File: src/vdpPkg.sv
// vdp package
// shared widths, command codes, register indices and the command byte layout
`default_nettype none

package vdpPkg;

    localparam int vramAddrW = 14;
    localparam int cramAddrW = 5;
    localparam int numRegs   = 11;

    typedef logic [vramAddrW-1:0] vramAddr_t;
    typedef logic [7:0]           byte_t;

    // top two bits of the second control byte
    typedef enum logic [1:0] {
        cmdVramRead  = 2'b00,
        cmdVramWrite = 2'b01,
        cmdRegWrite  = 2'b10,
        cmdCramWrite = 2'b11
    } cmdCode_t;

    // second control byte, read as a register select or as the high address bits
    typedef union packed {
        struct packed {
            cmdCode_t   code;
            logic [1:0] pad;  // ignored by the VDP
            logic [3:0] idx;  // register number
        } asReg;
        struct packed {
            cmdCode_t   code;
            logic [5:0] hi;   // address bits 13..8
        } asAddr;
    } cmdByte_u;

    // control register numbers
    localparam logic [3:0] regMode0      = 4'd0;
    localparam logic [3:0] regMode1      = 4'd1;
    localparam logic [3:0] regNameBase   = 4'd2;
    localparam logic [3:0] regSatBase    = 4'd5;
    localparam logic [3:0] regSprPatBase = 4'd6;
    localparam logic [3:0] regBackdrop   = 4'd7;
    localparam logic [3:0] regHScroll    = 4'd8;
    localparam logic [3:0] regVScroll    = 4'd9;
    localparam logic [3:0] regLineCount  = 4'd10;

    // status byte layout
    localparam int statVblBit      = 7;
    localparam int statOverflowBit = 6;
    localparam int statCollideBit  = 5;

endpackage

`default_nettype wire

File: src/portCmdIf.sv
// port command interface
// decoded write, load and step commands from the port FSM to the data blocks
`default_nettype none

interface portCmdIf;
    import vdpPkg::*;

    logic     loadLo;   // low address byte from latched
    logic     loadHi;   // high bits from cmd
    logic     step;     // address increment
    logic     vramWe;
    logic     cramWe;
    logic     regWe;
    logic     fetch;    // refill read-ahead buffer
    cmdByte_u cmd;      // second control byte
    byte_t    latched;  // first byte or data byte

    modport fsm (
        output loadLo, loadHi, step, vramWe, cramWe, regWe, fetch, cmd, latched
    );

    modport counter (input loadLo, loadHi, step, cmd, latched);

    modport regs (input regWe, cmd, latched);

    modport mem (input vramWe, cramWe, fetch, latched);

endinterface

`default_nettype wire

File: src/vramAddrCounter.sv
// VRAM address counter
// 14-bit address loaded in two parts, stepped after each data access
`default_nettype none

module vramAddrCounter (
    input  logic              cpuClk,
    input  logic              rst_l,
    portCmdIf.counter         cmdIf,
    output vdpPkg::vramAddr_t addr
);

    always_ff @(posedge cpuClk, negedge rst_l) begin
        if (!rst_l) begin
            addr <= '0;
        end else if (cmdIf.loadLo) begin
            addr[7:0] <= cmdIf.latched;
        end else if (cmdIf.loadHi) begin
            addr[13:8] <= cmdIf.cmd.asAddr.hi;  // completes the address
        end else if (cmdIf.step) begin
            addr <= addr + 1'b1;  // wraps at 16K
        end
    end

endmodule

`default_nettype wire

File: src/flat_wrapper.sv
// flat-port wrapper written by rule: the top's interface ports become plain ports
module vramAddrCounter_flat 
  (cpuClk, rst_l, addr, cmdIf_loadLo, cmdIf_loadHi, cmdIf_step, cmdIf_cmd, cmdIf_latched);
  portCmdIf cmdIf_i ();
  input  logic cpuClk;
  input  logic rst_l;
  output vdpPkg::vramAddr_t addr;
  input wire logic [$bits(cmdIf_i.loadLo)-1:0] cmdIf_loadLo;
  input wire logic [$bits(cmdIf_i.loadHi)-1:0] cmdIf_loadHi;
  input wire logic [$bits(cmdIf_i.step)-1:0] cmdIf_step;
  input wire logic [$bits(cmdIf_i.cmd)-1:0] cmdIf_cmd;
  input wire logic [$bits(cmdIf_i.latched)-1:0] cmdIf_latched;
  assign cmdIf_i.loadLo = cmdIf_loadLo;
  assign cmdIf_i.loadHi = cmdIf_loadHi;
  assign cmdIf_i.step = cmdIf_step;
  assign cmdIf_i.cmd = cmdIf_cmd;
  assign cmdIf_i.latched = cmdIf_latched;
  vramAddrCounter u_core (.cpuClk(cpuClk), .rst_l(rst_l), .cmdIf(cmdIf_i), .addr(addr));
endmodule
File: config.mk
export PLATFORM = sky130hd
export DESIGN_NAME = vramAddrCounter_flat
export DESIGN_NICKNAME = d
export VERILOG_FILES = /design/src/vdpPkg.sv /design/src/portCmdIf.sv /design/src/vramAddrCounter.sv /design/src/flat_wrapper.sv
export SDC_FILE = /design/constraint.sdc
export NUM_CORES = 1
export LEC_CHECK = 0
export BUFFER_PORTS_ARGS = -buffer_cell sky130_fd_sc_hd__buf_2
export CAP_MARGIN = 20
export CORE_MARGIN = 2
export CORE_UTILIZATION = 40
export DETAILED_ROUTE_END_ITERATION = 10
export PLACE_DENSITY = 0.68
export SYNTH_ARGS = -nofsm -noshare
export SYNTH_HDL_FRONTEND = slang
export SYNTH_SLANG_ARGS = --single-unit
File: constraint.sdc
create_clock -name cpuClk -period 4.1 [get_ports cpuClk]
set_input_delay 0.41 -clock cpuClk [delete_from_list [all_inputs] [get_ports cpuClk]]
set_output_delay 0.41 -clock cpuClk [all_outputs]
set_load 0.05 [all_outputs]
# Word-level counts from Yosys, hierarchy flattened
# Cells that the tools add are included.
dict set report word_totals {
  ff_bits 14
  input_bits 21
}
dict set report op_classes {
  bitwise_logic 1
  mux 4
  reduce_logical 4
  add_sub_neg 1
  n_eq_ne 1
}
# op n
set op_table {}
lappend op_table {{8-bit 2-to-1 mux} 2}
lappend op_table {{14-bit by 1-bit adder with 14-bit output, second input constant} 1}
lappend op_table {{14-bit 2-to-1 mux} 1}
lappend op_table {{6-bit 2-to-1 mux} 1}
lappend op_table {{2-bit AND reduction} 2}
lappend op_table {{2-bit nonzero test} 2}
lappend op_table {{2-bit != test, second input constant} 1}
lappend op_table {{1-bit inverter} 1}

# Depth between registers and ports, before layout
dict set report logic_depth {
  depth_word 4
  depth_mapped 5
  ltp_nobuf 5
}

# Worst setup path before layout
# No wires, ideal clock.
dict set report synth_path {
  kind {reg-to-reg}
  from {register u_core.addr[2]}
  to {register u_core.addr[7]}
  slack_ns 2.431
  stages_incl_launch_ff 5
  t_arrival_ns 1.539
  required_ns 3.970
  path_buffers 0
  cell_sequence {dfrtp_1 -> nand4_4 -> or3b_1 -> xnor2_1 -> o21ai_1}
}
dict set report synth_between {
  elab_chain_cells 4
}
# item line_no
set synth_rtl {}
lappend synth_rtl {{start, declared} vramAddrCounter.sv:9} ;# output vdpPkg::vramAddr_t addr
lappend synth_rtl {{start signal, assigned} vramAddrCounter.sv:16} ;# addr[7:0] <= cmdIf.latched;
lappend synth_rtl {{start signal, assigned} vramAddrCounter.sv:20} ;# addr <= addr + 1'b1;
lappend synth_rtl {{14-bit by 1-bit adder with 14-bit output} vramAddrCounter.sv:20}
lappend synth_rtl {{14-bit 2-to-1 mux} vramAddrCounter.sv:19} ;# end else if (cmdIf.step) begin
lappend synth_rtl {{8-bit 2-to-1 mux} vramAddrCounter.sv:17} ;# end else if (cmdIf.loadHi) begin
lappend synth_rtl {{8-bit 2-to-1 mux} vramAddrCounter.sv:15} ;# end else if (cmdIf.loadLo) begin
# No other way between the ends. The select of a mux whose other input is x is not followed.
# A chain may end at the register's enable or synchronous reset.

# Final worst setup path
dict set report layout_path {
  from {register u_core.addr[2]}
  to {output addr[2]}
}
# item line_no
set layout_lines {}
lappend layout_lines {{end, declared} flat_wrapper.sv:7} ;# output vdpPkg::vramAddr_t addr;
# No word-level cell between the ends.

==> results.md <==
- The flow ran to the end, and the final reports show no timing, DRC or antenna violations.
- The count of final setup violators is 0.
- The synthesized design contains 0 enable-type register cells.
- The fraction of post-synthesis cell area in the top cell type by area is 40.3%.
- VDD sags by at most 0.188 mV.
- STA puts the critical path data arrival time at about 1.1 ns.
- The clock period could shrink to 1.50 ns.
- Setup repair after global routing left no endpoint under its margin.
- STA classifies the critical path endpoint as an output port.
- The layout has 206 filler cells.
- The CTS tree is yes.
- The average detailed-routed wire length per instance is between 10 and 15 um.
- In the synthesized netlist the dominant register cell turns out to be sky130_fd_sc_hd__dfrtp_1.
- The clock-pin slew on the worst setup and hold paths is 0.09 ns.
- For this block, the initial DRC count from the detailed router was 20.
- The final HPWL from detailed placement is 1430 um.
- The largest individual stage delay along the critical path comes from the cell sky130_fd_sc_hd__dfrtp_1.
- The hold violation total from the final report came to 0.
- For this run, the number of Yosys warnings is 0.
- Of the total power, the share spent switching nets is 40.7%.
- The post-synthesis instance total is 98.
- The quantity of hold-fixing buffers added after cts is 0.
- Dividing the synthesized area by the synthesized cell count gives 8.86 sq um.
- The total area of multi-input combinational cells is 490 sq um.
- The register bank with the most flops is u_core.addr.
- Ranked by total cell area, the synthesized netlist is headed by sky130_fd_sc_hd__dfrtp_1 (40%), sky130_fd_sc_hd__nand2_1 (6.5%), sky130_fd_sc_hd__mux2i_1 (4.6%).
- The floorplan step defined a core boundary enclosing 0.00200 sq mm.
- The starting density of the core is 43.4%.
- The reported leakage power is 0.481 nW.
- The congestion estimate from routability-driven global placement came to 0.802.
- For this run, asynchronously set or reset flops after synthesis account for 100%.
- The count of state elements after synthesis is 14.
- For this run, the slowest stage of the critical path takes 0.49 ns.
- Prior to clock tree synthesis, the placed netlist has a worst setup slack of 2.46 ns.
- Relative to the synthesized area, the layout overhead comes to 25.1%.
- Setup total negative slack on the finished layout was measured at 0 ns.
- For the worst-skew pair, the clock arrives at the later sink with an insertion delay of 0.28 ns.
- Between clock sinks in the finished design, the worst skew comes to roughly 0.0027 ns.
- The number of flip-flops in the largest register is 14.
- The final layout net count is approximately 150.
- In the final layout, the registers with the most flip-flops are u_core.addr x14.
- The buffer depth of the longest clock path is 2.
- After detailed routing, the number of remaining DRC violations is 0.
- The clock drives 14 sinks.
- The headroom to the max-slew limit is 74.1%.
- The die covers about 0.0026 sq mm.
- The maximum number of pins on one net before global-route repair is 25.
- Dividing total power by cell area gives a power density of ~390 mW/mm^2.
- In the routed layout, each cell is associated on average with a via count of 5.12.
- The total I/O pin count is 35.
- The cell family contributing the most delay on the critical path is flip-flops.
- The number of vias in the routed layout is 809.
- The via count of the first global-routing pass is between 700 and 800.
- The site row count is 16.
- The count of antenna diodes in the layout is 0.
- Derived from the worst setup path, the maximum achievable clock frequency is 669 MHz.
- The x dimension of the die is 50.6 um.
- After synthesis, flip-flops and latches occupy 40.3% of the total area.
- In this run, CTS created clock tree buffers numbering 3.
- Sequential cells burn between 40% and 50% of the power.
- The net switching power is 0.000172 W.
- Across the run, the number of max-cap violations was 0.
- STA classifies the critical path startpoint as a flop.
- The pre-antenna-repair detailed-routing pass consisted of 4 iterations.
- The total length of routed wires is 1930 um.
- The total number of H-tree levels is 1.
- At the pin with the least slew margin, the transition time is 0.386 ns.
- The tree is rooted in a sky130_fd_sc_hd__clkbuf_4.
- Walking the worst path, the cells encountered are buf_2.
- The vertical extent of the die is 50.6 um.
- The overall track demand over capacity in global routing is 16.9%.
- In the final layout, the share of cells above drive strength 1 is 29.8%.
- The remaining antenna violation count after routing is 0.
- Input and output buffers added on the ports amount to 32.
- The internal portion of the total power is between 0.0002 and 0.0003 W.
- The worst path uses 36.5% of the clock period.
- After synthesis the cells add up to slightly below 900 sq um.
- By startpoint and endpoint, the worst setup path is classified as flop to output port.
- The initial antenna violation count came to 0.
- The class of the tightest hold or removal check is input pin to async pin.
- Counting every net in the synthesized netlist gives 120.
- The area occupied by registers is 350 sq um.
- In the layout the commonest cells are sky130_fd_sc_hd__buf_2 (32), sky130_fd_sc_hd__nand2_1 (15), sky130_fd_sc_hd__dfrtp_1 (14), sky130_fd_sc_hd__nor2_1 (7), sky130_fd_sc_hd__o21ai_0 (7).
- The post-layout utilization of the core is a little over half.
- The combinational fraction of design power is 33.5%.
- The first-pass GRT wire length is 3240 um.
- Synthesis instantiated 29 different standard cells from the library.
- The post-cts resize count is 0.
- For the worst setup path, the data required time is 3.69 ns.
- Counting both buffers and inverters, the worst setup path holds a total of 1.
- The number of max-slew violations in the final report was 0.
- The maximum fanout along the worst path is 6.
- sky130_fd_sc_hd__dfrtp_1 takes more of the synthesized area than any other cell.
- The share of power burned in the clock network is 23.8%.
- The setup slack after layout is 2.60 ns.
- The most frequent standard cell in the layout excluding fill and tap cells is sky130_fd_sc_hd__buf_2.
- Once the clock tree was built, the setup fixing pass inserted 0 buffers.
- The total overflow left after global routing is 0.
worst paths after layout:
path / slack (ns) / end / cells past startpoint / from
worst max-delay path: 2.60 / addr[2] / 1 / u_core.addr[2]
worst min-delay path: 0.01 / u_core.addr[6] / 1 / rst_l
worst max register to register: 2.64 / u_core.addr[7] / 4 / u_core.addr[2]
worst min register to register: 0.57 / u_core.addr[13] / 2 / u_core.addr[13]
max in group asynchronous: 3.85 / u_core.addr[7] / 1 / rst_l
min in group cpuClk: 0.33 / u_core.addr[5] / 3 / cmdIf_latched[5]
cell usage after synthesis (all sizes together) (2+ instances only):
cell / n
nor2: 7
dfrtp: 14
a22oi: 3
nand2: 15
o21ai: 9
o21bai: 2
nor3: 6
nand3: 3
nand4: 5
inv: 4
mux2i: 4
clkbuf: 3
nor2b: 4
xor2: 4
xnor2: 3
a222oi: 2
stage by stage:
step	instance area [sq um]	cells	total power (W)	hold WS, ns
after detailed placement	1050	154	0.000326	0.325
after global placement	1050	154	0.000324	0.323
after global routing	1090	158	0.000448	0.0194
after floorplan	868	98	0.000284	0.114
after CTS	1090	158	0.000428	0.0128
final	1090	158	0.000423	0.0106
area by class of cell:
class / instances / share of cell area, %
Inverter: 4 / 1.38
Clock buffer: 4 / 3.34
Timing Repair Buffer: 32 / 14.7
Tap cell: 27 / 3.11
Sequential cell: 14 / 32.3
Multi-Input combinational cell: 77 / 45.2
kinds of logic (layout without fill, tap and decap cells):
group / count (synthesis) / in the layout / share of synthesized area, %
simple gates: 46 / 46 / 28.8
compound gates: 19 / 19 / 14.6
mux: 4 / 4 / 4.61
buf+inv: 7 / 40 / 3.17
flops: 14 / 14 / 40.3
xor+xnor: 7 / 7 / 7.06
fa+ha+maj: 1 / 1 / 1.44
per-layer routing:
layer	vias to the layer above	routed length, um	global-route usage (%)
li1	421	-	-
met1	366	869	23.1
met2	20	962	26.3
met3	2	73	1.79
met4	0	25	8.11
met5	-	0	0
power by group through the flow:
stage | sequential [W] | clock [W] | combinational (W)
final | 0.000181 | 0.000101 | 0.000141
after global routing | 0.000185 | 0.000111 | 0.000152
after CTS | 0.000181 | 0.000105 | 0.000143
after detailed placement | 0.000183 | 0 | 0.000143
after global placement | 0.000183 | 0 | 0.000141
after floorplan | 0.000242 | 0 | 0.0000424
Note: power is estimated with default switching activity, not from simulation.
