==> src/vdpPkg.sv <==
// vdp package
// shared widths, command codes, register indices and the command byte layout
`default_nettype none

package vdpPkg;

    localparam int vramAddrW = 14;
    localparam int cramAddrW = 5;
    localparam int numRegs   = 11;

    typedef logic [vramAddrW-1:0] vramAddr_t;
    typedef logic [7:0]           byte_t;

    // top two bits of the second control byte
    typedef enum logic [1:0] {
        cmdVramRead  = 2'b00,
        cmdVramWrite = 2'b01,
        cmdRegWrite  = 2'b10,
        cmdCramWrite = 2'b11
    } cmdCode_t;

    // second control byte, read as a register select or as the high address bits
    typedef union packed {
        struct packed {
            cmdCode_t   code;
            logic [1:0] pad;  // ignored by the VDP
            logic [3:0] idx;  // register number
        } asReg;
        struct packed {
            cmdCode_t   code;
            logic [5:0] hi;   // address bits 13..8
        } asAddr;
    } cmdByte_u;

    // control register numbers
    localparam logic [3:0] regMode0      = 4'd0;
    localparam logic [3:0] regMode1      = 4'd1;
    localparam logic [3:0] regNameBase   = 4'd2;
    localparam logic [3:0] regSatBase    = 4'd5;
    localparam logic [3:0] regSprPatBase = 4'd6;
    localparam logic [3:0] regBackdrop   = 4'd7;
    localparam logic [3:0] regHScroll    = 4'd8;
    localparam logic [3:0] regVScroll    = 4'd9;
    localparam logic [3:0] regLineCount  = 4'd10;

    // status byte layout
    localparam int statVblBit      = 7;
    localparam int statOverflowBit = 6;
    localparam int statCollideBit  = 5;

endpackage

`default_nettype wire

==> src/statusInt.sv <==
// status and interrupt block
// latches frame, line and sprite events, builds the status byte and int_l
`default_nettype none

module statusInt (
    input  logic          cpuClk,
    input  logic          rst_l,
    input  logic          statusRead,
    input  logic          vBlankPulse,
    input  logic          lineIntPulse,
    input  logic          sprOverflowPulse,
    input  logic          sprCollidePulse,
    input  logic          frameIntEn,
    input  logic          lineIntEn,
    output vdpPkg::byte_t status,
    output logic          int_l
);
    import vdpPkg::*;

    // bit order: line, collide, overflow, vbl
    logic [3:0] setPulse;
    logic [3:0] flags;

    assign setPulse = {lineIntPulse, sprCollidePulse, sprOverflowPulse, vBlankPulse};

    always_ff @(posedge cpuClk, negedge rst_l) begin
        if (!rst_l) begin
            flags <= '0;
        end else begin
            for (int i = 0; i < 4; i++) begin
                if (setPulse[i]) begin
                    flags[i] <= 1'b1;  // new event beats the clear
                end else if (statusRead) begin
                    flags[i] <= 1'b0;
                end
            end
        end
    end

    always_comb begin
        status                  = '0;
        status[statVblBit]      = flags[0];
        status[statOverflowBit] = flags[1];
        status[statCollideBit]  = flags[2];
    end

    assign int_l = ~((frameIntEn & flags[0]) | (lineIntEn & flags[3]));

endmodule

`default_nettype wire

==> config.mk <==
export PLATFORM = sky130hd
export DESIGN_NAME = statusInt
export DESIGN_NICKNAME = d
export VERILOG_FILES = /design/src/vdpPkg.sv /design/src/statusInt.sv
export SDC_FILE = /design/constraint.sdc
export NUM_CORES = 1
export LEC_CHECK = 0
export BUFFER_PORTS_ARGS = -buffer_cell sky130_fd_sc_hd__buf_4
export CORE_AREA = 2 2 39 41
export DETAILED_ROUTE_END_ITERATION = 16
export DIE_AREA = 0 0 41 43
export PLACE_DENSITY = 0.37
export SKIP_LAST_GASP = 1
export SYNTH_ARGS = -nofsm -noshare
export SYNTH_HDL_FRONTEND = slang
export SYNTH_SLANG_ARGS = --single-unit
==> constraint.sdc <==
create_clock -name cpuClk -period 0.8 [get_ports cpuClk]
set_input_delay 0.08 -clock cpuClk [delete_from_list [all_inputs] [get_ports cpuClk]]
set_output_delay 0.08 -clock cpuClk [all_outputs]
set_load 0.01 [all_outputs]
== Yosys cells after proc, flatten, opt, wreduce, memory -nomap -nowiden ==
Index checks and enable logic that the tools add are counted.

* $add $sub $neg: 0
* Multipliers: 0
* Div/mod/pow operators: 0
* $lt $le $gt $ge: 0
* Equality and inequality tests: 0
* Shift operators: 0
* Multiplexer cells: 5
* Bitwise logic cells: 4
* Reductions and logical operators: 4

{| class="wikitable"
|+ Operators with widths
! cell !! number
|-
| 2-bit nonzero test || 4
|-
| 1-bit two-way mux || 5
|-
| 1-bit bitwise AND || 2
|-
| 1-bit NOT || 1
|-
| 1-bit bitwise OR || 1
|}

* Register bits: 4
* Latch bits: 0
* Memory bits (writable): 0
* Memory bits (read-only): 0
* Input bits: 9
* Output and inout port bits: 9
* Word-level logic and storage cells: 17
* Memories: 0

== Longest topological paths before layout ==
Gate-level depths: netlist of run 1.

* Word-level depth: 3
* Mapped depth: 2

== Worst setup path before layout of run 1 ==
No wires, ideal clock.

* Kind: register to output
* Start point: reg flags[0]
* End point: out int_l
* Data arrival time: 631 ps
* Data required time: 720 ps
* Slack: 89 ps
* Cell stages (with the launch flop): 2
* Path buffers: 0
* Cell sequence: dfrtp_1 a22oi_1

* Word-level cells in the longest chain between the ends: 3

{| class="wikitable"
|+ Ends and longest elaborated chain
! item !! line !! text
|-
| start: declaration || statusInt.sv:22 || <nowiki>logic [3:0] flags;</nowiki>
|-
| start signal: assignment || statusInt.sv:28 || <nowiki>flags <= '0;</nowiki>
|-
| start signal: indexed assignment || statusInt.sv:32 || <nowiki>flags[i] <= 1'b1;</nowiki>
|-
| start signal: indexed assignment || statusInt.sv:34 || <nowiki>flags[i] <= 1'b0;</nowiki>
|-
| 1-bit bitwise AND || statusInt.sv:47 || <nowiki>assign int_l = ~((frameIntEn & flags[0]) | (lineIntEn & flags[3]));</nowiki>
|-
| 1-bit bitwise OR || statusInt.sv:47 ||
|-
| 1-bit NOT || statusInt.sv:47 ||
|-
| end: declaration || statusInt.sv:16 || <nowiki>output logic int_l</nowiki>
|}

Every way passes these cells.

== Worst setup path after layout of run 1 ==
Same ends and word-level chain as after synthesis.

==> flow_metrics.env, run 1 <==
export IMPL_r2r_end="flags[0]"
export IMPL_clock_path_buffers=2
export IMPL_synth_seq_cells=4
export IMPL_min_from="sprCollidePulse"
export IMPL_ys_async_sr_fraction_pct=100
export IMPL_post_place_cells=43
export IMPL_die_width_um=41
export IMPL_hold_depth=2
export IMPL_synth_area_leaders="dfrtp_1 (49%), buf_4 (29%), a21o_1 (15%), a22oi_1 (3.7%), conb_1 (1.8%)"
export IMPL_synth_yosys_seq_area_share_pct=48.8
export IMPL_grt_max_degree=5
export IMPL_fin_crit_ns=0.998
export IMPL_cts_tree="yes"
export IMPL_power_frac_seq_pct=39.1
export IMPL_area_growth_pct=59.1
export IMPL_cp_arrival_ns=0.92
export IMPL_track_usage_pct=6.15
export IMPL_antenna_found_initial=0
export IMPL_required_ns=0.72
export IMPL_numCtsBuffers=3
export IMPL_final_util_pct=23.6
export IMPL_hold_viol=0
export IMPL_top_register="flags"
export IMPL_start_kind="register"
export IMPL_combPwrFrac_pct=19.5
export IMPL_postSynthCellCount=19
export IMPL_yosys_area_top_type="dfrtp_1"
export IMPL_yosysMostFrequentCell="buf_4"
export IMPL_die_y_um=43
export IMPL_yosysTopAreaCellShare_pct=48.8
export IMPL_timing_critical_path_buf_inv=1
export IMPL_avgSynthCellArea_um2=10.8
export IMPL_synth_commonest_cells="buf_4 (8), a21o_1 (4), dfrtp_1 (4)"
export IMPL_r2r_start="flags[0]"
export IMPL_die_area_um2=1760
export IMPL_start_util_pct=14.8
export IMPL_fmax_mhz=1000
export IMPL_p_leak_uw=0.000173
export IMPL_fin_worst_skew_ns=0
export IMPL_antenna_left=0
export IMPL_root_buffer="clkbuf_4"
export IMPL_reg2reg_slack_ns=0
export IMPL_port_buffers=12
export IMPL_ys_flop_type="dfrtp_1"
export IMPL_clk_insertion_delay_late_ns=0.23
export IMPL_grt_pass1_wl_um=586
export IMPL_drv_cap=0
export IMPL_fin_nets=43
export IMPL_diodes=0
export IMPL_largest_reg_flops=4
export IMPL_wl_um=429
export IMPL_finalSetupViolations=4
export IMPL_min_to="flags[2]"
export IMPL_dp_worst_setup_slack_ns=0.0210
export IMPL_fin_tns_setup_ns=-0.363
export IMPL_clkPwrFrac_pct=41.4
export IMPL_vias=160
export IMPL_rows=14
export IMPL_ios=18
export IMPL_maxSlewViolCount=0
export IMPL_hold_ws_ns=0.0298
export IMPL_drive_gt1_share_pct=56.3
export IMPL_end_kind="output port"
export IMPL_swShare_pct=21.9
export IMPL_wl_per_cell_um=8.94
export IMPL_power_density_nw_per_um2=1780
export IMPL_reg_top3="flags x4"
export IMPL_rsz0062_at_grt="true"
export IMPL_r2r_cells=2
export IMPL_clk_pin_slew_worst_paths_ns=0.04
export IMPL_crit_slowest_cell="dfrtp_1"
export IMPL_drc=0
export IMPL_path_cells="a22oi_2 > buf_4"
export IMPL_path_class="reg -> out"
export IMPL_period_share_pct=125
export IMPL_drtIter0Drc=0
export IMPL_hp_class="in -> reg"
export IMPL_ir_drop_v=0.000280
export IMPL_synth_enable_flop_cells=0
export IMPL_vias_per_cell=3.33
export IMPL_gr_total_overflow=0
export IMPL_violations="setup timing"
export IMPL_critPathTopFamily="flip-flops"
export IMPL_max_stage_delay_ns=0.38
export IMPL_yosys_warnings=0
export IMPL_core_area_um2=1380
export IMPL_htree_levels=1
export IMPL_cp_max_fo=2
export IMPL_setup_ws_ns=-0.198
export IMPL_power_switching_uw=127
export IMPL_outcome="complete, but fails checks"
export IMPL_place_congestion=0.499
export IMPL_ys_types=6
export IMPL_first_global_vias=158
export IMPL_cts_sinks=4
export IMPL_p_int_uw=453
export IMPL_firstDrtPassIters=1
export IMPL_layout_cells_non_filler=48
export IMPL_synth_area_um2=205
[what timing repair did]
action	CTS	global route
buffers inserted	1	0
hold buffers	1	0
endpoints found under the setup margin	4	4
gates cloned	0	0
hold endpoints to repair	4	0
pin swaps	1	1
resized for setup	3	1
[how the worst max path moves through the flow]
stage | startpoint | endpoint | slack (ns) | cells past startpoint
5_1_grt | flags[0] | int_l | -0.26 | 2
6_report | flags[0] | int_l | -0.20 | 2
2_1_floorplan | flags[0] | int_l | 0.09 | 1
3_5_place_dp | flags[0] | int_l | 0.02 | 2
3_3_place_gp | flags[0] | int_l | 0.05 | 2
4_1_cts | flags[0] | int_l | -0.22 | 2
[stage by stage]
step	power, uW	area (um2)
after detailed placement	322	270
final	580	327
after floorplan	293	220
after global placement	319	270
after global routing	632	327
after CTS	591	322
[power by group through the flow]
stage | Sequential [uW] | Clock, uW | Combinational [uW]
floorplan | 226 | 0 | 67.5
global placement | 227 | 0 | 92.4
detailed placement | 228 | 0 | 94.4
CTS | 226 | 254 | 111
global route | 229 | 279 | 124
finish | 227 | 240 | 113
[cell usage in the layout (no fill, tap or decap)]
cell type / count
buf_4: 10
conb_1: 5
a21o_1: 4
dfrtp_1: 4
clkbuf_4: 3
buf_6: 3
a22oi_2: 1
inv_2: 1
dlygate4sd3_1: 1
[worst reg2reg max path: stages, from the launching register on]
cell	delay [ns]
dfrtp_1	0.38
buf_4	0.14
a21o_1	0.17
[cell families after synthesis]
group	Yosys count	share of synthesized area [%]
AOI/OAI and AO/OA	5	18.3
buffers and inverters	9	31.1
other	1	1.83
DFF	4	48.8
[cell type report]
cell class	count	area (um2)
Fill cell	169	1060
Timing Repair Buffer	14	119
Sequential cell	4	100
Multi-Input combinational cell	10	61.3
Clock buffer	3	22.5
Tap cell	16	20.0
Inverter	1	3.75
[routing by layer]
layer | share of wire, % | vias up | GRT usage (%)
met4 | 0 | 0 | 8.00
li1 | - | 76 | -
met3 | 13 | 0 | 6.28
met2 | 64 | 7 | 7.81
met5 | 0 | - | 0
met1 | 24 | 77 | 3.91
Note: power is estimated with default switching activity, not from simulation.
==> inputs of run 2 (changes only) <==
Settings changed: CELL_PAD_IN_SITES_DETAIL_PLACEMENT set to 0, CELL_PAD_IN_SITES_GLOBAL_PLACEMENT set to 1, PLACE_DENSITY 0.37 to 0.49.
==> run 2 against run 1 <==
Against the previous run:
- the run still ends with setup timing left
- power decreased by 1.6%
- worst hold slack lost 0.0024 ns
- utilization shrank 0.63 points
- maximum frequency rose by 1.3%
- non-clock buffer count is the same
- final area shrank 2.7%
- count of clock-buffer cells in the layout is the same
- first-iteration DRC count increased by 3
- worst setup slack improved by 0.013 ns
- sequential share of layout area rose by 0.84 points
- largest power group unchanged
==> flow_metrics.env, run 2 (synthesis results as in run 1) <==
export IMPL_wl_per_cell_um=7.73
export IMPL_vias=156
export IMPL_clk_insertion_delay_late_ns=0.23
export IMPL_die_area_um2=1760
export IMPL_fin_area_um2=318
export IMPL_clk_pin_slew_worst_paths_ns=0.04
export IMPL_antenna_left=0
export IMPL_p_int_uw=449
export IMPL_hold_depth=2
export IMPL_crit_slowest_cell="dfrtp_1"
export IMPL_start_util_pct=14.8
export IMPL_largest_reg_flops=4
export IMPL_hp_class="in -> reg"
export IMPL_die_width_um=41
export IMPL_power_density_nw_per_um2=1800
export IMPL_drc=0
export IMPL_core_area_um2=1380
export IMPL_combPwrFrac_pct=18.5
export IMPL_gr_total_overflow=0
export IMPL_grt_max_degree=5
export IMPL_drive_gt1_share_pct=53.1
export IMPL_numCtsBuffers=3
export IMPL_port_buffers=12
export IMPL_area_growth_pct=54.9
export IMPL_path_class="reg -> out"
export IMPL_path_cells="a22oi_1 > buf_4"
export IMPL_post_place_cells=43
export IMPL_r2r_cells=2
export IMPL_rows=14
export IMPL_root_buffer="clkbuf_4"
export IMPL_period_share_pct=123
export IMPL_fmax_mhz=1020
export IMPL_cp_max_fo=2
export IMPL_vias_per_cell=3.25
export IMPL_final_common_cell="buf_4"
export IMPL_grt_pass1_wl_um=441
export IMPL_finalSetupViolations=4
export IMPL_r2r_end="flags[0]"
export IMPL_diodes=0
export IMPL_place_congestion=0.437
export IMPL_swShare_pct=21.4
export IMPL_clock_path_buffers=2
export IMPL_fin_crit_ns=0.985
export IMPL_fin_worst_skew_ns=0
export IMPL_ios=18
export IMPL_hold_viol=0
export IMPL_track_usage_pct=4.52
export IMPL_htree_levels=1
export IMPL_power_frac_seq_pct=39.6
export IMPL_clkPwrFrac_pct=41.9
export IMPL_wl_um=371
export IMPL_power_switching_uw=122
export IMPL_firstDrtPassIters=2
export IMPL_reg_top3="flags x4"
export IMPL_max_stage_delay_ns=0.37
export IMPL_p_leak_uw=0.000171
export IMPL_antenna_found_initial=0
export IMPL_drtIter0Drc=3
export IMPL_final_cell_mix="buf_4 (11), conb_1 (5), a21o_1 (4), dfrtp_1 (4), clkbuf_4 (3)"
export IMPL_top_register="flags"
export IMPL_layout_cells_non_filler=48
export IMPL_min_to="flags[2]"
export IMPL_required_ns=0.72
export IMPL_outcome="complete, but fails checks"
export IMPL_min_from="sprCollidePulse"
export IMPL_fillers=157
export IMPL_fin_tns_setup_ns=-0.349
export IMPL_die_y_um=43
export IMPL_violations="setup timing"
export IMPL_cts_sinks=4
export IMPL_setup_ws_ns=-0.185
export IMPL_fin_nets=43
export IMPL_post_dp_cell_area_um2=270
export IMPL_drv_cap=0
export IMPL_first_global_vias=147
export IMPL_ir_drop_v=0.000242
export IMPL_end_kind="output port"
export IMPL_start_kind="register"
export IMPL_cp_arrival_ns=0.90
export IMPL_cts_tree="yes"
export IMPL_rsz0062_at_grt="true"
export IMPL_r2r_start="flags[0]"
export IMPL_reg2reg_slack_ns=0.02
export IMPL_maxSlewViolCount=0
[run 2: cell counts in the layout (fill, tap and decap cells not counted)]
Identical to the previous run, type by type.
[run 2: power groups by stage]
| stage | clock network, uW | registers [uW] | logic (uW) |
|---|---|---|---|
| 6_report | 239 | 226 | 106 |
| 5_1_grt | 269 | 227 | 116 |
| 4_1_cts | 255 | 226 | 107 |
| 3_5_place_dp | 0 | 228 | 93.7 |
| 3_3_place_gp | 0 | 227 | 91.6 |
| 2_1_floorplan | 0 | 226 | 67.5 |
[run 2: per-stage QoR]
step	power, uW	hold slack [ns]	worst slack, ns	util, %
floorplan	293	-0.216	0.0892	-
global placement	318	-0.124	0.0504	19.5
detailed placement	322	-0.122	0.0269	19.5
CTS	589	0.0200	-0.223	23.0
global route	612	0.0233	-0.228	23.0
finish	571	0.0274	-0.185	23.0
[run 2: repair_timing]
item                       4_1_cts  5_1_grt
gates resized for setup          2        0
gates cloned                     0        0
setup endpoints to repair        4        4
pin swaps                        1        1
setup buffers                    1        0
hold endpoints to repair         4        0
hold buffers                     1        0
[run 2: how the worst max path moves through the flow]
| stage | depth (start not counted) | end | startpoint | slack [ns] |
|---|---|---|---|---|
| floorplan | 1 | int_l | flags[0] | 0.09 |
| finish | 2 | int_l | flags[0] | -0.18 |
| CTS | 2 | int_l | flags[0] | -0.22 |
| global placement | 2 | int_l | flags[0] | 0.05 |
| detailed placement | 2 | int_l | flags[0] | 0.03 |
| global route | 2 | int_l | flags[0] | -0.23 |
[run 2: area by class of cell]
class	count	area (um2)	share of cell area, %
multi-input cells	10	56.3	17.7
flip-flops and latches	4	100	31.5
clock buffers	3	22.5	7.09
inverters	1	3.75	1.18
well taps	16	20.0	6.30
repair buffers	14	115	36.2
[run 2: routing by layer]
| layer | global-route usage [%] | vias up | wire [um] | share of wire [%] |
|---|---|---|---|---|
| li1 | - | 74 | - | - |
| met1 | 1.29 | 73 | 113 | 30 |
| met2 | 7.19 | 9 | 217 | 58 |
| met3 | 3.14 | 0 | 40 | 11 |
| met4 | 8.00 | 0 | 0 | 0 |
| met5 | 0 | - | 0 | 0 |
[run 2: critical path, delay by kind of cell (launching register included)]
family          cells  cell delay (ns)
compound gates      1             0.16
buf+inv             1             0.15
flops               1             0.37
