**src/vdpPkg.sv**
```systemverilog
// vdp package
// shared widths, command codes, register indices and the command byte layout
`default_nettype none

package vdpPkg;

    localparam int vramAddrW = 14;
    localparam int cramAddrW = 5;
    localparam int numRegs   = 11;

    typedef logic [vramAddrW-1:0] vramAddr_t;
    typedef logic [7:0]           byte_t;

    // top two bits of the second control byte
    typedef enum logic [1:0] {
        cmdVramRead  = 2'b00,
        cmdVramWrite = 2'b01,
        cmdRegWrite  = 2'b10,
        cmdCramWrite = 2'b11
    } cmdCode_t;

    // second control byte, read as a register select or as the high address bits
    typedef union packed {
        struct packed {
            cmdCode_t   code;
            logic [1:0] pad;  // ignored by the VDP
            logic [3:0] idx;  // register number
        } asReg;
        struct packed {
            cmdCode_t   code;
            logic [5:0] hi;   // address bits 13..8
        } asAddr;
    } cmdByte_u;

    // control register numbers
    localparam logic [3:0] regMode0      = 4'd0;
    localparam logic [3:0] regMode1      = 4'd1;
    localparam logic [3:0] regNameBase   = 4'd2;
    localparam logic [3:0] regSatBase    = 4'd5;
    localparam logic [3:0] regSprPatBase = 4'd6;
    localparam logic [3:0] regBackdrop   = 4'd7;
    localparam logic [3:0] regHScroll    = 4'd8;
    localparam logic [3:0] regVScroll    = 4'd9;
    localparam logic [3:0] regLineCount  = 4'd10;

    // status byte layout
    localparam int statVblBit      = 7;
    localparam int statOverflowBit = 6;
    localparam int statCollideBit  = 5;

endpackage

`default_nettype wire

```
**src/portCmdIf.sv**
```systemverilog
// port command interface
// decoded write, load and step commands from the port FSM to the data blocks
`default_nettype none

interface portCmdIf;
    import vdpPkg::*;

    logic     loadLo;   // low address byte from latched
    logic     loadHi;   // high bits from cmd
    logic     step;     // address increment
    logic     vramWe;
    logic     cramWe;
    logic     regWe;
    logic     fetch;    // refill read-ahead buffer
    cmdByte_u cmd;      // second control byte
    byte_t    latched;  // first byte or data byte

    modport fsm (
        output loadLo, loadHi, step, vramWe, cramWe, regWe, fetch, cmd, latched
    );

    modport counter (input loadLo, loadHi, step, cmd, latched);

    modport regs (input regWe, cmd, latched);

    modport mem (input vramWe, cramWe, fetch, latched);

endinterface

`default_nettype wire

```
**src/vdpRegFile.sv**
```systemverilog
// VDP control registers
// select decoder, eleven write-only registers and their decoded fields
`default_nettype none

module vdpRegFile (
    input  logic              cpuClk,
    input  logic              rst_l,
    portCmdIf.regs            cmdIf,
    output vdpPkg::vramAddr_t nameBaseAddr,
    output vdpPkg::vramAddr_t satBaseAddr,
    output vdpPkg::vramAddr_t sprPatBaseAddr,
    output vdpPkg::byte_t     hScroll,
    output vdpPkg::byte_t     vScroll,
    output vdpPkg::byte_t     lineCount,
    output logic              displayBlank,
    output logic              scrollInhibitH,
    output logic              scrollInhibitV,
    output logic [3:0]        backdropIdx,
    output logic              frameIntEn,
    output logic              lineIntEn
);
    import vdpPkg::*;

    byte_t              ctrlReg [numRegs];
    logic [numRegs-1:0] regEn;

    always_comb begin
        regEn = '0;
        if (cmdIf.regWe && (cmdIf.cmd.asReg.idx < numRegs)) begin  // 11..15 dropped
            regEn[cmdIf.cmd.asReg.idx] = 1'b1;
        end
    end

    always_ff @(posedge cpuClk, negedge rst_l) begin
        if (!rst_l) begin
            for (int i = 0; i < numRegs; i++) begin
                ctrlReg[i] <= '0;
            end
        end else begin
            for (int i = 0; i < numRegs; i++) begin
                if (regEn[i]) begin
                    ctrlReg[i] <= cmdIf.latched;  // data came as the first byte
                end
            end
        end
    end

    assign nameBaseAddr   = {ctrlReg[regNameBase][3:1], 11'b0};  // 2K steps
    assign satBaseAddr    = {ctrlReg[regSatBase][6:1], 8'b0};
    assign sprPatBaseAddr = {ctrlReg[regSprPatBase][2], 13'b0};  // 0 or 8K
    assign hScroll        = ctrlReg[regHScroll];
    assign vScroll        = ctrlReg[regVScroll];
    assign lineCount      = ctrlReg[regLineCount];
    assign backdropIdx    = ctrlReg[regBackdrop][3:0];

    assign scrollInhibitV = ctrlReg[regMode0][7];
    assign scrollInhibitH = ctrlReg[regMode0][6];
    assign lineIntEn      = ctrlReg[regMode0][4];
    assign displayBlank   = ~ctrlReg[regMode1][6];  // bit 6 set turns the display on
    assign frameIntEn     = ctrlReg[regMode1][5];

endmodule

`default_nettype wire

```
**src/flat_wrapper.sv**
```systemverilog
// flat-port wrapper written by rule: the top's interface ports become plain ports
module vdpRegFile_flat import vdpPkg::*;
  (cpuClk, rst_l, nameBaseAddr, satBaseAddr, sprPatBaseAddr, hScroll, vScroll, lineCount, displayBlank, scrollInhibitH, scrollInhibitV, backdropIdx, frameIntEn, lineIntEn, cmdIf_regWe, cmdIf_cmd, cmdIf_latched);
  portCmdIf cmdIf_i ();
  input  logic cpuClk;
  input  logic rst_l;
  output vdpPkg::vramAddr_t nameBaseAddr;
  output vdpPkg::vramAddr_t satBaseAddr;
  output vdpPkg::vramAddr_t sprPatBaseAddr;
  output vdpPkg::byte_t hScroll;
  output vdpPkg::byte_t vScroll;
  output vdpPkg::byte_t lineCount;
  output logic displayBlank;
  output logic scrollInhibitH;
  output logic scrollInhibitV;
  output logic [3:0] backdropIdx;
  output logic frameIntEn;
  output logic lineIntEn;
  input wire logic [$bits(cmdIf_i.regWe)-1:0] cmdIf_regWe;
  input wire logic [$bits(cmdIf_i.cmd)-1:0] cmdIf_cmd;
  input wire logic [$bits(cmdIf_i.latched)-1:0] cmdIf_latched;
  assign cmdIf_i.regWe = cmdIf_regWe;
  assign cmdIf_i.cmd = cmdIf_cmd;
  assign cmdIf_i.latched = cmdIf_latched;
  vdpRegFile u_core (.cpuClk(cpuClk), .rst_l(rst_l), .cmdIf(cmdIf_i), .nameBaseAddr(nameBaseAddr), .satBaseAddr(satBaseAddr), .sprPatBaseAddr(sprPatBaseAddr), .hScroll(hScroll), .vScroll(vScroll), .lineCount(lineCount), .displayBlank(displayBlank), .scrollInhibitH(scrollInhibitH), .scrollInhibitV(scrollInhibitV), .backdropIdx(backdropIdx), .frameIntEn(frameIntEn), .lineIntEn(lineIntEn));
endmodule
```
**config.mk**
```make
export PLATFORM = sky130hd
export DESIGN_NAME = vdpRegFile_flat
export DESIGN_NICKNAME = d
export VERILOG_FILES = /design/src/vdpPkg.sv /design/src/portCmdIf.sv /design/src/vdpRegFile.sv /design/src/flat_wrapper.sv
export SDC_FILE = /design/constraint.sdc
export NUM_CORES = 1
export LEC_CHECK = 0
export CORE_MARGIN = 2
export CORE_UTILIZATION = 55
export DETAILED_ROUTE_END_ITERATION = 12
export DONT_BUFFER_PORTS = 1
export HOLD_SLACK_MARGIN = 0.02
export PLACE_DENSITY = 0.82
export SLEW_MARGIN = 20
export SYNTH_ARGS = -nofsm -noshare
export SYNTH_HDL_FRONTEND = slang
export SYNTH_SLANG_ARGS = --single-unit
export TNS_END_PERCENT = 50
```
**constraint.sdc**
```tcl
create_clock -name cpuClk -period 1.6 [get_ports cpuClk]
set_clock_uncertainty 0.05 [all_clocks]
set_input_delay 0.24 -clock cpuClk [delete_from_list [all_inputs] [get_ports cpuClk]]
set_output_delay 0.24 -clock cpuClk [all_outputs]
set_load 0.02 [all_outputs]
```
; ---- Yosys cells after proc, flatten, opt, wreduce, memory -nomap -nowiden
; Cells that the tools add are included.
[totals]
ff_bits = 57
input_bits = 19
output_inout_bits = 75
elab_cells = 18
[classes]
n_lt_le_gt_ge = 3
muxes = 3
bitwise = 1
n_reduce_logical = 2
[ops]
columns = op, n
row1 = $mux W11, 1
row2 = $lt A4 B5 Y1 const B, 1
row3 = $demux W1 S4, 1
row4 = $ge A4 B1 Y1 const B, 1
row5 = $lt A4 B4 Y1 const B, 1
row6 = $logic_and A1 B1 Y1, 2
row7 = $mux W1, 1
row8 = $not A1 Y1, 1

; ---- Longest topological paths before layout
[logic_depth]
depth_word = 5
mapped_depth = 4
depth_no_buf = 3

; ---- Least setup slack after synthesis
; No wires, ideal clock.
[synth_path]
path_kind = input to register
startpoint = input port cmdIf_cmd[2]
endpoint = register u_core.ctrlReg, in the netlist u_core.vScroll[0]
setup_time_ns = 0.125
arrival_ns = 1.155
required_ns = 1.425
slack_ns = 0.270
path_stages = 3
n_path_buf = 0
cell_sequence = nand2b_4 -> nor3_2 -> mux2_2
[synth_via]
elab_chain_cells = 5
elab_cells_between_ends = 8
cone_classes = order compare (3) / mux (3) / reduce/logical (2)
[synth_rtl]
columns = element, line
row1 = "start, declared", flat_wrapper.sv:20  ; input wire logic [$bits(cmdIf_i.cmd)-1:0] cmdIf_cmd;
row2 = $lt A4 B5 Y1 (not written as such) or $ge A4 B1 Y1 (tied branches), vdpRegFile.sv:30  ; regEn[cmdIf.cmd.asReg.idx] = 1'b1;
row3 = $logic_and A1 B1 Y1 (not written as such), vdpRegFile.sv:30
row4 = $mux W1 (not written as such), vdpRegFile.sv:30
row5 = $demux W1 S4, -
row6 = $mux W11 (*), vdpRegFile.sv:29  ; if (cmdIf.regWe && (cmdIf.cmd.asReg.idx < numRegs)) begin
row7 = "end signal, assigned by index", vdpRegFile.sv:42  ; ctrlReg[i] <= cmdIf.latched;
row8 = "end, declared", vdpRegFile.sv:24  ; byte_t ctrlReg [numRegs];
; Every way passes the cells marked *; elsewhere a longest branch is shown, timed or not.
; A chain may end at the register's enable or synchronous reset.

; ---- Worst setup path after layout
[layout_path]
startpoint = register u_core.ctrlReg[78] (netlist name)
endpoint = output port displayBlank
[layout_via]
elab_chain_cells = 1
[layout_rtl]
columns = element, line
row1 = $not A1 Y1, vdpRegFile.sv:59  ; assign displayBlank = ~ctrlReg[regMode1][6];
row2 = "end, declared", flat_wrapper.sv:13  ; output logic displayBlank;
; Every way passes these cells.

==> tab_implementation.tex <==
\begin{tabular}{lr}
\hline
Metric & Value \\
\hline
\multicolumn{2}{l}{\textbf{Worst setup path}} \\
\quad Critical Path RT & $\sim$1300 ps \\
\quad Depth of the worst register-to-register path & 1 \\
\quad Critical R2R Capture & u\_core.backdropIdx[0]\$\_DFFE\_PN0P\_ \\
\quad Maximum fanout along the worst path & 2 \\
\quad CP Buf/Inv Count & 1 \\
\quad Critical setup path kind & flop to output pin \\
\quad Delay contributed by the slowest stage of the critical path & 380 ps \\
\quad Crit path max-delay cell type & sky130\_fd\_sc\_hd\_\_dfrtp\_1 \\
\quad Startpoint Class & flop \\
\quad Worst setup slack for register-to-register paths & 660 ps \\
\quad Data arrival at the endpoint of the critical path & approximately 820 ps \\
\quad Critical path capture point type & output pin \\
\quad Source of the worst register-to-register timing path & u\_core.backdropIdx[0]\$\_DFFE\_PN0P\_ \\
\quad Critical path cell sequence & inv\_1 \\
\quad Crit-path leading delay family & flip-flops \\
\multicolumn{2}{l}{\textbf{Finish}} \\
\quad Final-stage net count & 168 \\
\quad Count of non-filler cells in the finished layout & slightly below 200 \\
\quad Most frequent cells in the layout & 43 x sky130\_fd\_sc\_hd\_\_mux2\_2, 43 x sky130\_fd\_sc\_hd\_\_dfrtp\_1, 32 x sky130\_fd\_sc\_hd\_\_conb\_1 \\
\quad Area delta synth->final & -8.895\% \\
\quad Utilization of the core after routing & $\sim$50\% \\
\quad Count of inserted antenna diode cells & 0 \\
\quad Filler cells & 342 \\
\quad Share of final-layout standard cells stronger than drive strength 1 & roughly two fifths \\
\multicolumn{2}{l}{\textbf{Pwr}} \\
\quad Switching power & a little under 1 mW \\
\quad Comb power frac & 13.0\% \\
\quad Sequential fraction of design power & 63.9\% \\
\quad Clock share of power & between 20\% and 30\% \\
\quad Cell internal power dissipation & $\sim$1.9 mW \\
\quad Switching power share of the total & between 30\% and 40\% \\
\quad Total power density per cell area & 1421 nW/um2 \\
\quad P\_leak & approximately 0.94 nW \\
\quad Worst-case vdd ir drop & 799.1 uV \\
\multicolumn{2}{l}{\textbf{Synthesis}} \\
\quad Cell area after technology mapping & approximately 2200 um2 \\
\quad Cells taking the most area after synthesis & sky130\_fd\_sc\_hd\_\_dfrtp\_1 49\%, sky130\_fd\_sc\_hd\_\_buf\_4 24\%, sky130\_fd\_sc\_hd\_\_mux2\_2 22\% \\
\quad Number of instances in the synthesized netlist & about 180 \\
\quad Mean area per synthesized cell & 12.62 um2 \\
\quad Flop and latch count out of synthesis & 43 \\
\quad Distinct cell type count after synthesis & 16 \\
\quad Number of warnings reported in the yosys synthesis log & 0 \\
\quad Seq/Total Area, Yosys & around half \\
\quad Post-synth top area share & between 40 and 50\% \\
\quad Dominant cell type by area after synthesis & sky130\_fd\_sc\_hd\_\_dfrtp\_1 \\
\multicolumn{2}{l}{\textbf{Global routing}} \\
\quad Pin count of the biggest net entering global routing & 44 \\
\quad Global-route wire length before repair & 5.154 mm \\
\quad Via count of the first global-routing pass & just under 1000 \\
\quad Initial antenna violation count & 0 \\
\quad Overall track demand over capacity in global routing & between 10\% and 20\% \\
\quad Congestion Overflow GR & 0 \\
\multicolumn{2}{l}{\textbf{Min path}} \\
\quad Worst min path class & input pin to flop \\
\quad Hold-critical path endpoint & u\_core.hScroll[6]\$\_DFFE\_PN0P\_ \\
\quad Hold path start & cmdIf\_latched[6] \\
\quad Number of stages on the worst hold path & 1 \\
\multicolumn{2}{l}{\textbf{Die}} \\
\quad Core ar. & 3943 um2 \\
\quad Number of placed I/O pins & 94 \\
\quad Starting utilization of the core area & a little under three fifths \\
\quad Die outline area & about 4500 um2 \\
\quad Cell row count & 23 \\
\quad Die Wd & around 67 um \\
\quad Die Height & 67.37 um \\
\multicolumn{2}{l}{\textbf{Route}} \\
\quad Met3 Routed Length & 474 um \\
\quad DRT Wirelength & roughly 3.5 mm \\
\quad Routed wire length on met2 & roughly 1.7 mm \\
\quad Count of TritonRoute iterations in the first routing pass & 4 \\
\quad DR iter-0 viols & 18 \\
\quad Highest metal layer with signal wires & met4 \\
\quad DR vias & 974 \\
\quad DRT met1 WL & 1.319 mm \\
\quad Number of design rule violations left after detail routing & 0 \\
\quad Number of nets still failing antenna checks after routing & 0 \\
\quad Per-cell via count in the routed design & roughly 4.9 \\
\quad Routed wire per std cell & roughly 18 um \\
\multicolumn{2}{l}{\textbf{Timing}} \\
\quad Setup repair after global routing missed its margin & no \\
\quad Share of the cycle needed by the critical path after routing & between 60 and 70\% \\
\quad Fmax & about 900 MHz \\
\quad Worst-case headroom to the max-slew limit & roughly 65\% \\
\quad Final hold violations & 0 \\
\quad Final-layout setup total negative slack & 0 ps \\
\quad Number of endpoints failing setup at the final stage & 0 \\
\quad Transition time at the pin with the least slew margin & about 520 ps \\
\quad Post-route setup slack & $\sim$490 ps \\
\quad Time the worst path needs with I/O delays and setup & 1109 ps \\
\quad Max-slew violation total from the final report & 0 \\
\multicolumn{2}{l}{\textbf{Clock tree}} \\
\quad Htree depth & 2 \\
\quad Clock insertion delay at the later pin of the skew report & between 200 and 300 ps \\
\quad Number of clock sinks & 43 \\
\quad CTS Buf Count & 5 \\
\quad CTS Buffer Depth & 2 \\
\quad TritonCTS clock tree & yes \\
\quad CTS clk-pin slew, worst paths & approximately 70 ps \\
\quad Resize count post-CTS & 0 \\
\quad Clk Tree Root Cell & sky130\_fd\_sc\_hd\_\_clkbuf\_8 \\
\multicolumn{2}{l}{\textbf{Place}} \\
\quad DP HPWL & 2.691 mm \\
\quad I/O Buffers & 0 \\
\quad Gp weighted congestion & approximately 0.75 \\
\quad Cell Count Post-Placement & between 150 and 200 \\
\quad Worst slack at placement & just under 200 ps \\
\multicolumn{2}{l}{\textbf{Flow run}} \\
\quad Maximum capacitance violations & 0 \\
\multicolumn{2}{l}{\textbf{Outcome}} \\
\quad Outcome & finished clean \\
\hline
\end{tabular}
[what timing repair did]
action                                  in CTS  in global routing
setup buffers                                0                  0
endpoints found under the setup margin       0                  0
hold buffers                                 2                  0
hold endpoints to repair                    43                  0
[logic make-up (layout without fill, tap and decap cells)]
group | after synthesis | after routing | synth area share [%]
buffers and inverters | 73 | 16 | 24.36
multiplexers | 43 | 43 | 21.93
AND/OR/NAND/NOR | 15 | 15 | 4.817
flip-flops | 43 | 43 | 48.73
other | 1 | 32 | 0.1698
[how the worst max path moves through the flow]
| stage | start | to | slack, ps | cells past startpoint |
|---|---|---|---|---|
| detailed placement | cmdIf_cmd[0] | u_core.hScroll[4]$_DFFE_PN0P_ | 200 | 3 |
| global route | cmdIf_cmd[0] | u_core.hScroll[3]$_DFFE_PN0P_ | 420 | 3 |
| floorplan | cmdIf_cmd[2] | u_core.vScroll[0]$_DFFE_PN0P_ | 270 | 3 |
| global placement | cmdIf_cmd[0] | u_core.hScroll[3]$_DFFE_PN0P_ | 240 | 3 |
| CTS | u_core.ctrlReg[78]$_DFFE_PN0P_ | displayBlank | 480 | 1 |
| finish | u_core.ctrlReg[78]$_DFFE_PN0P_ | displayBlank | 490 | 1 |
[Yosys cell counts (all sizes together)]
cell type and count:
nor3b 1, nor3 2, inv 2, conb 1, nand4 1, mux2 43
buf 71, nand2b 4, nor2 3, dfrtp 43, or3 1, nand3b 1
nand2 2
[stage by stage]
| stage | hold slack (ps) | power (mW) | instance area [um2] |
|---|---|---|---|
| 2_1_floorplan | -105.6 | 2.482 | 2325 |
| 3_3_place_gp | -104.5 | 2.173 | 1894 |
| 3_5_place_dp | -104.7 | 2.202 | 1894 |
| 4_1_cts | 40.54 | 2.898 | 2012 |
| 5_1_grt | 25.87 | 3.002 | 2012 |
| 6_report | 48.47 | 2.858 | 2012 |
[power by group through the flow]
stage | clock (mW) | combinational, mW | sequential [mW]
3_5_place_dp | 0 | 0.346 | 1.86
2_1_floorplan | 0 | 1.00 | 1.48
5_1_grt | 0.738 | 0.407 | 1.86
3_3_place_gp | 0 | 0.326 | 1.85
4_1_cts | 0.684 | 0.378 | 1.84
6_report | 0.659 | 0.372 | 1.83
[final cells by class]
class	instances	area (um2)	share of cell area (%)
well taps	50	62.56	3.109
repair buffers	7	67.56	3.358
inverters	2	7.507	0.3731
multi-input cells	90	710.7	35.32
clock buffers	6	82.58	4.104
flip-flops and latches	43	1076	53.48
clock inverters	1	5.005	0.2488
[registers in the layout, indices dropped and copies added (netlist names)]
name,flops
u_core.scrollInhibitV,1
u_core.scrollInhibitH,1
u_core.satBaseAddr,6
u_core.frameIntEn,1
u_core.hScroll,8
u_core.ctrlReg,1
u_core.nameBaseAddr,3
u_core.vScroll,8
u_core.lineIntEn,1
u_core.sprPatBaseAddr,1
u_core.backdropIdx,4
u_core.lineCount,8
[metal layers]
metal / up-vias / track usage [%]
met1: 484 / 17.92
met2: 60 / 25.62
met4: 0 / 5.357
met3: 5 / 9.667
met5: - / 0
li1: 425 / -
Power figures use the tool's default switching activity.
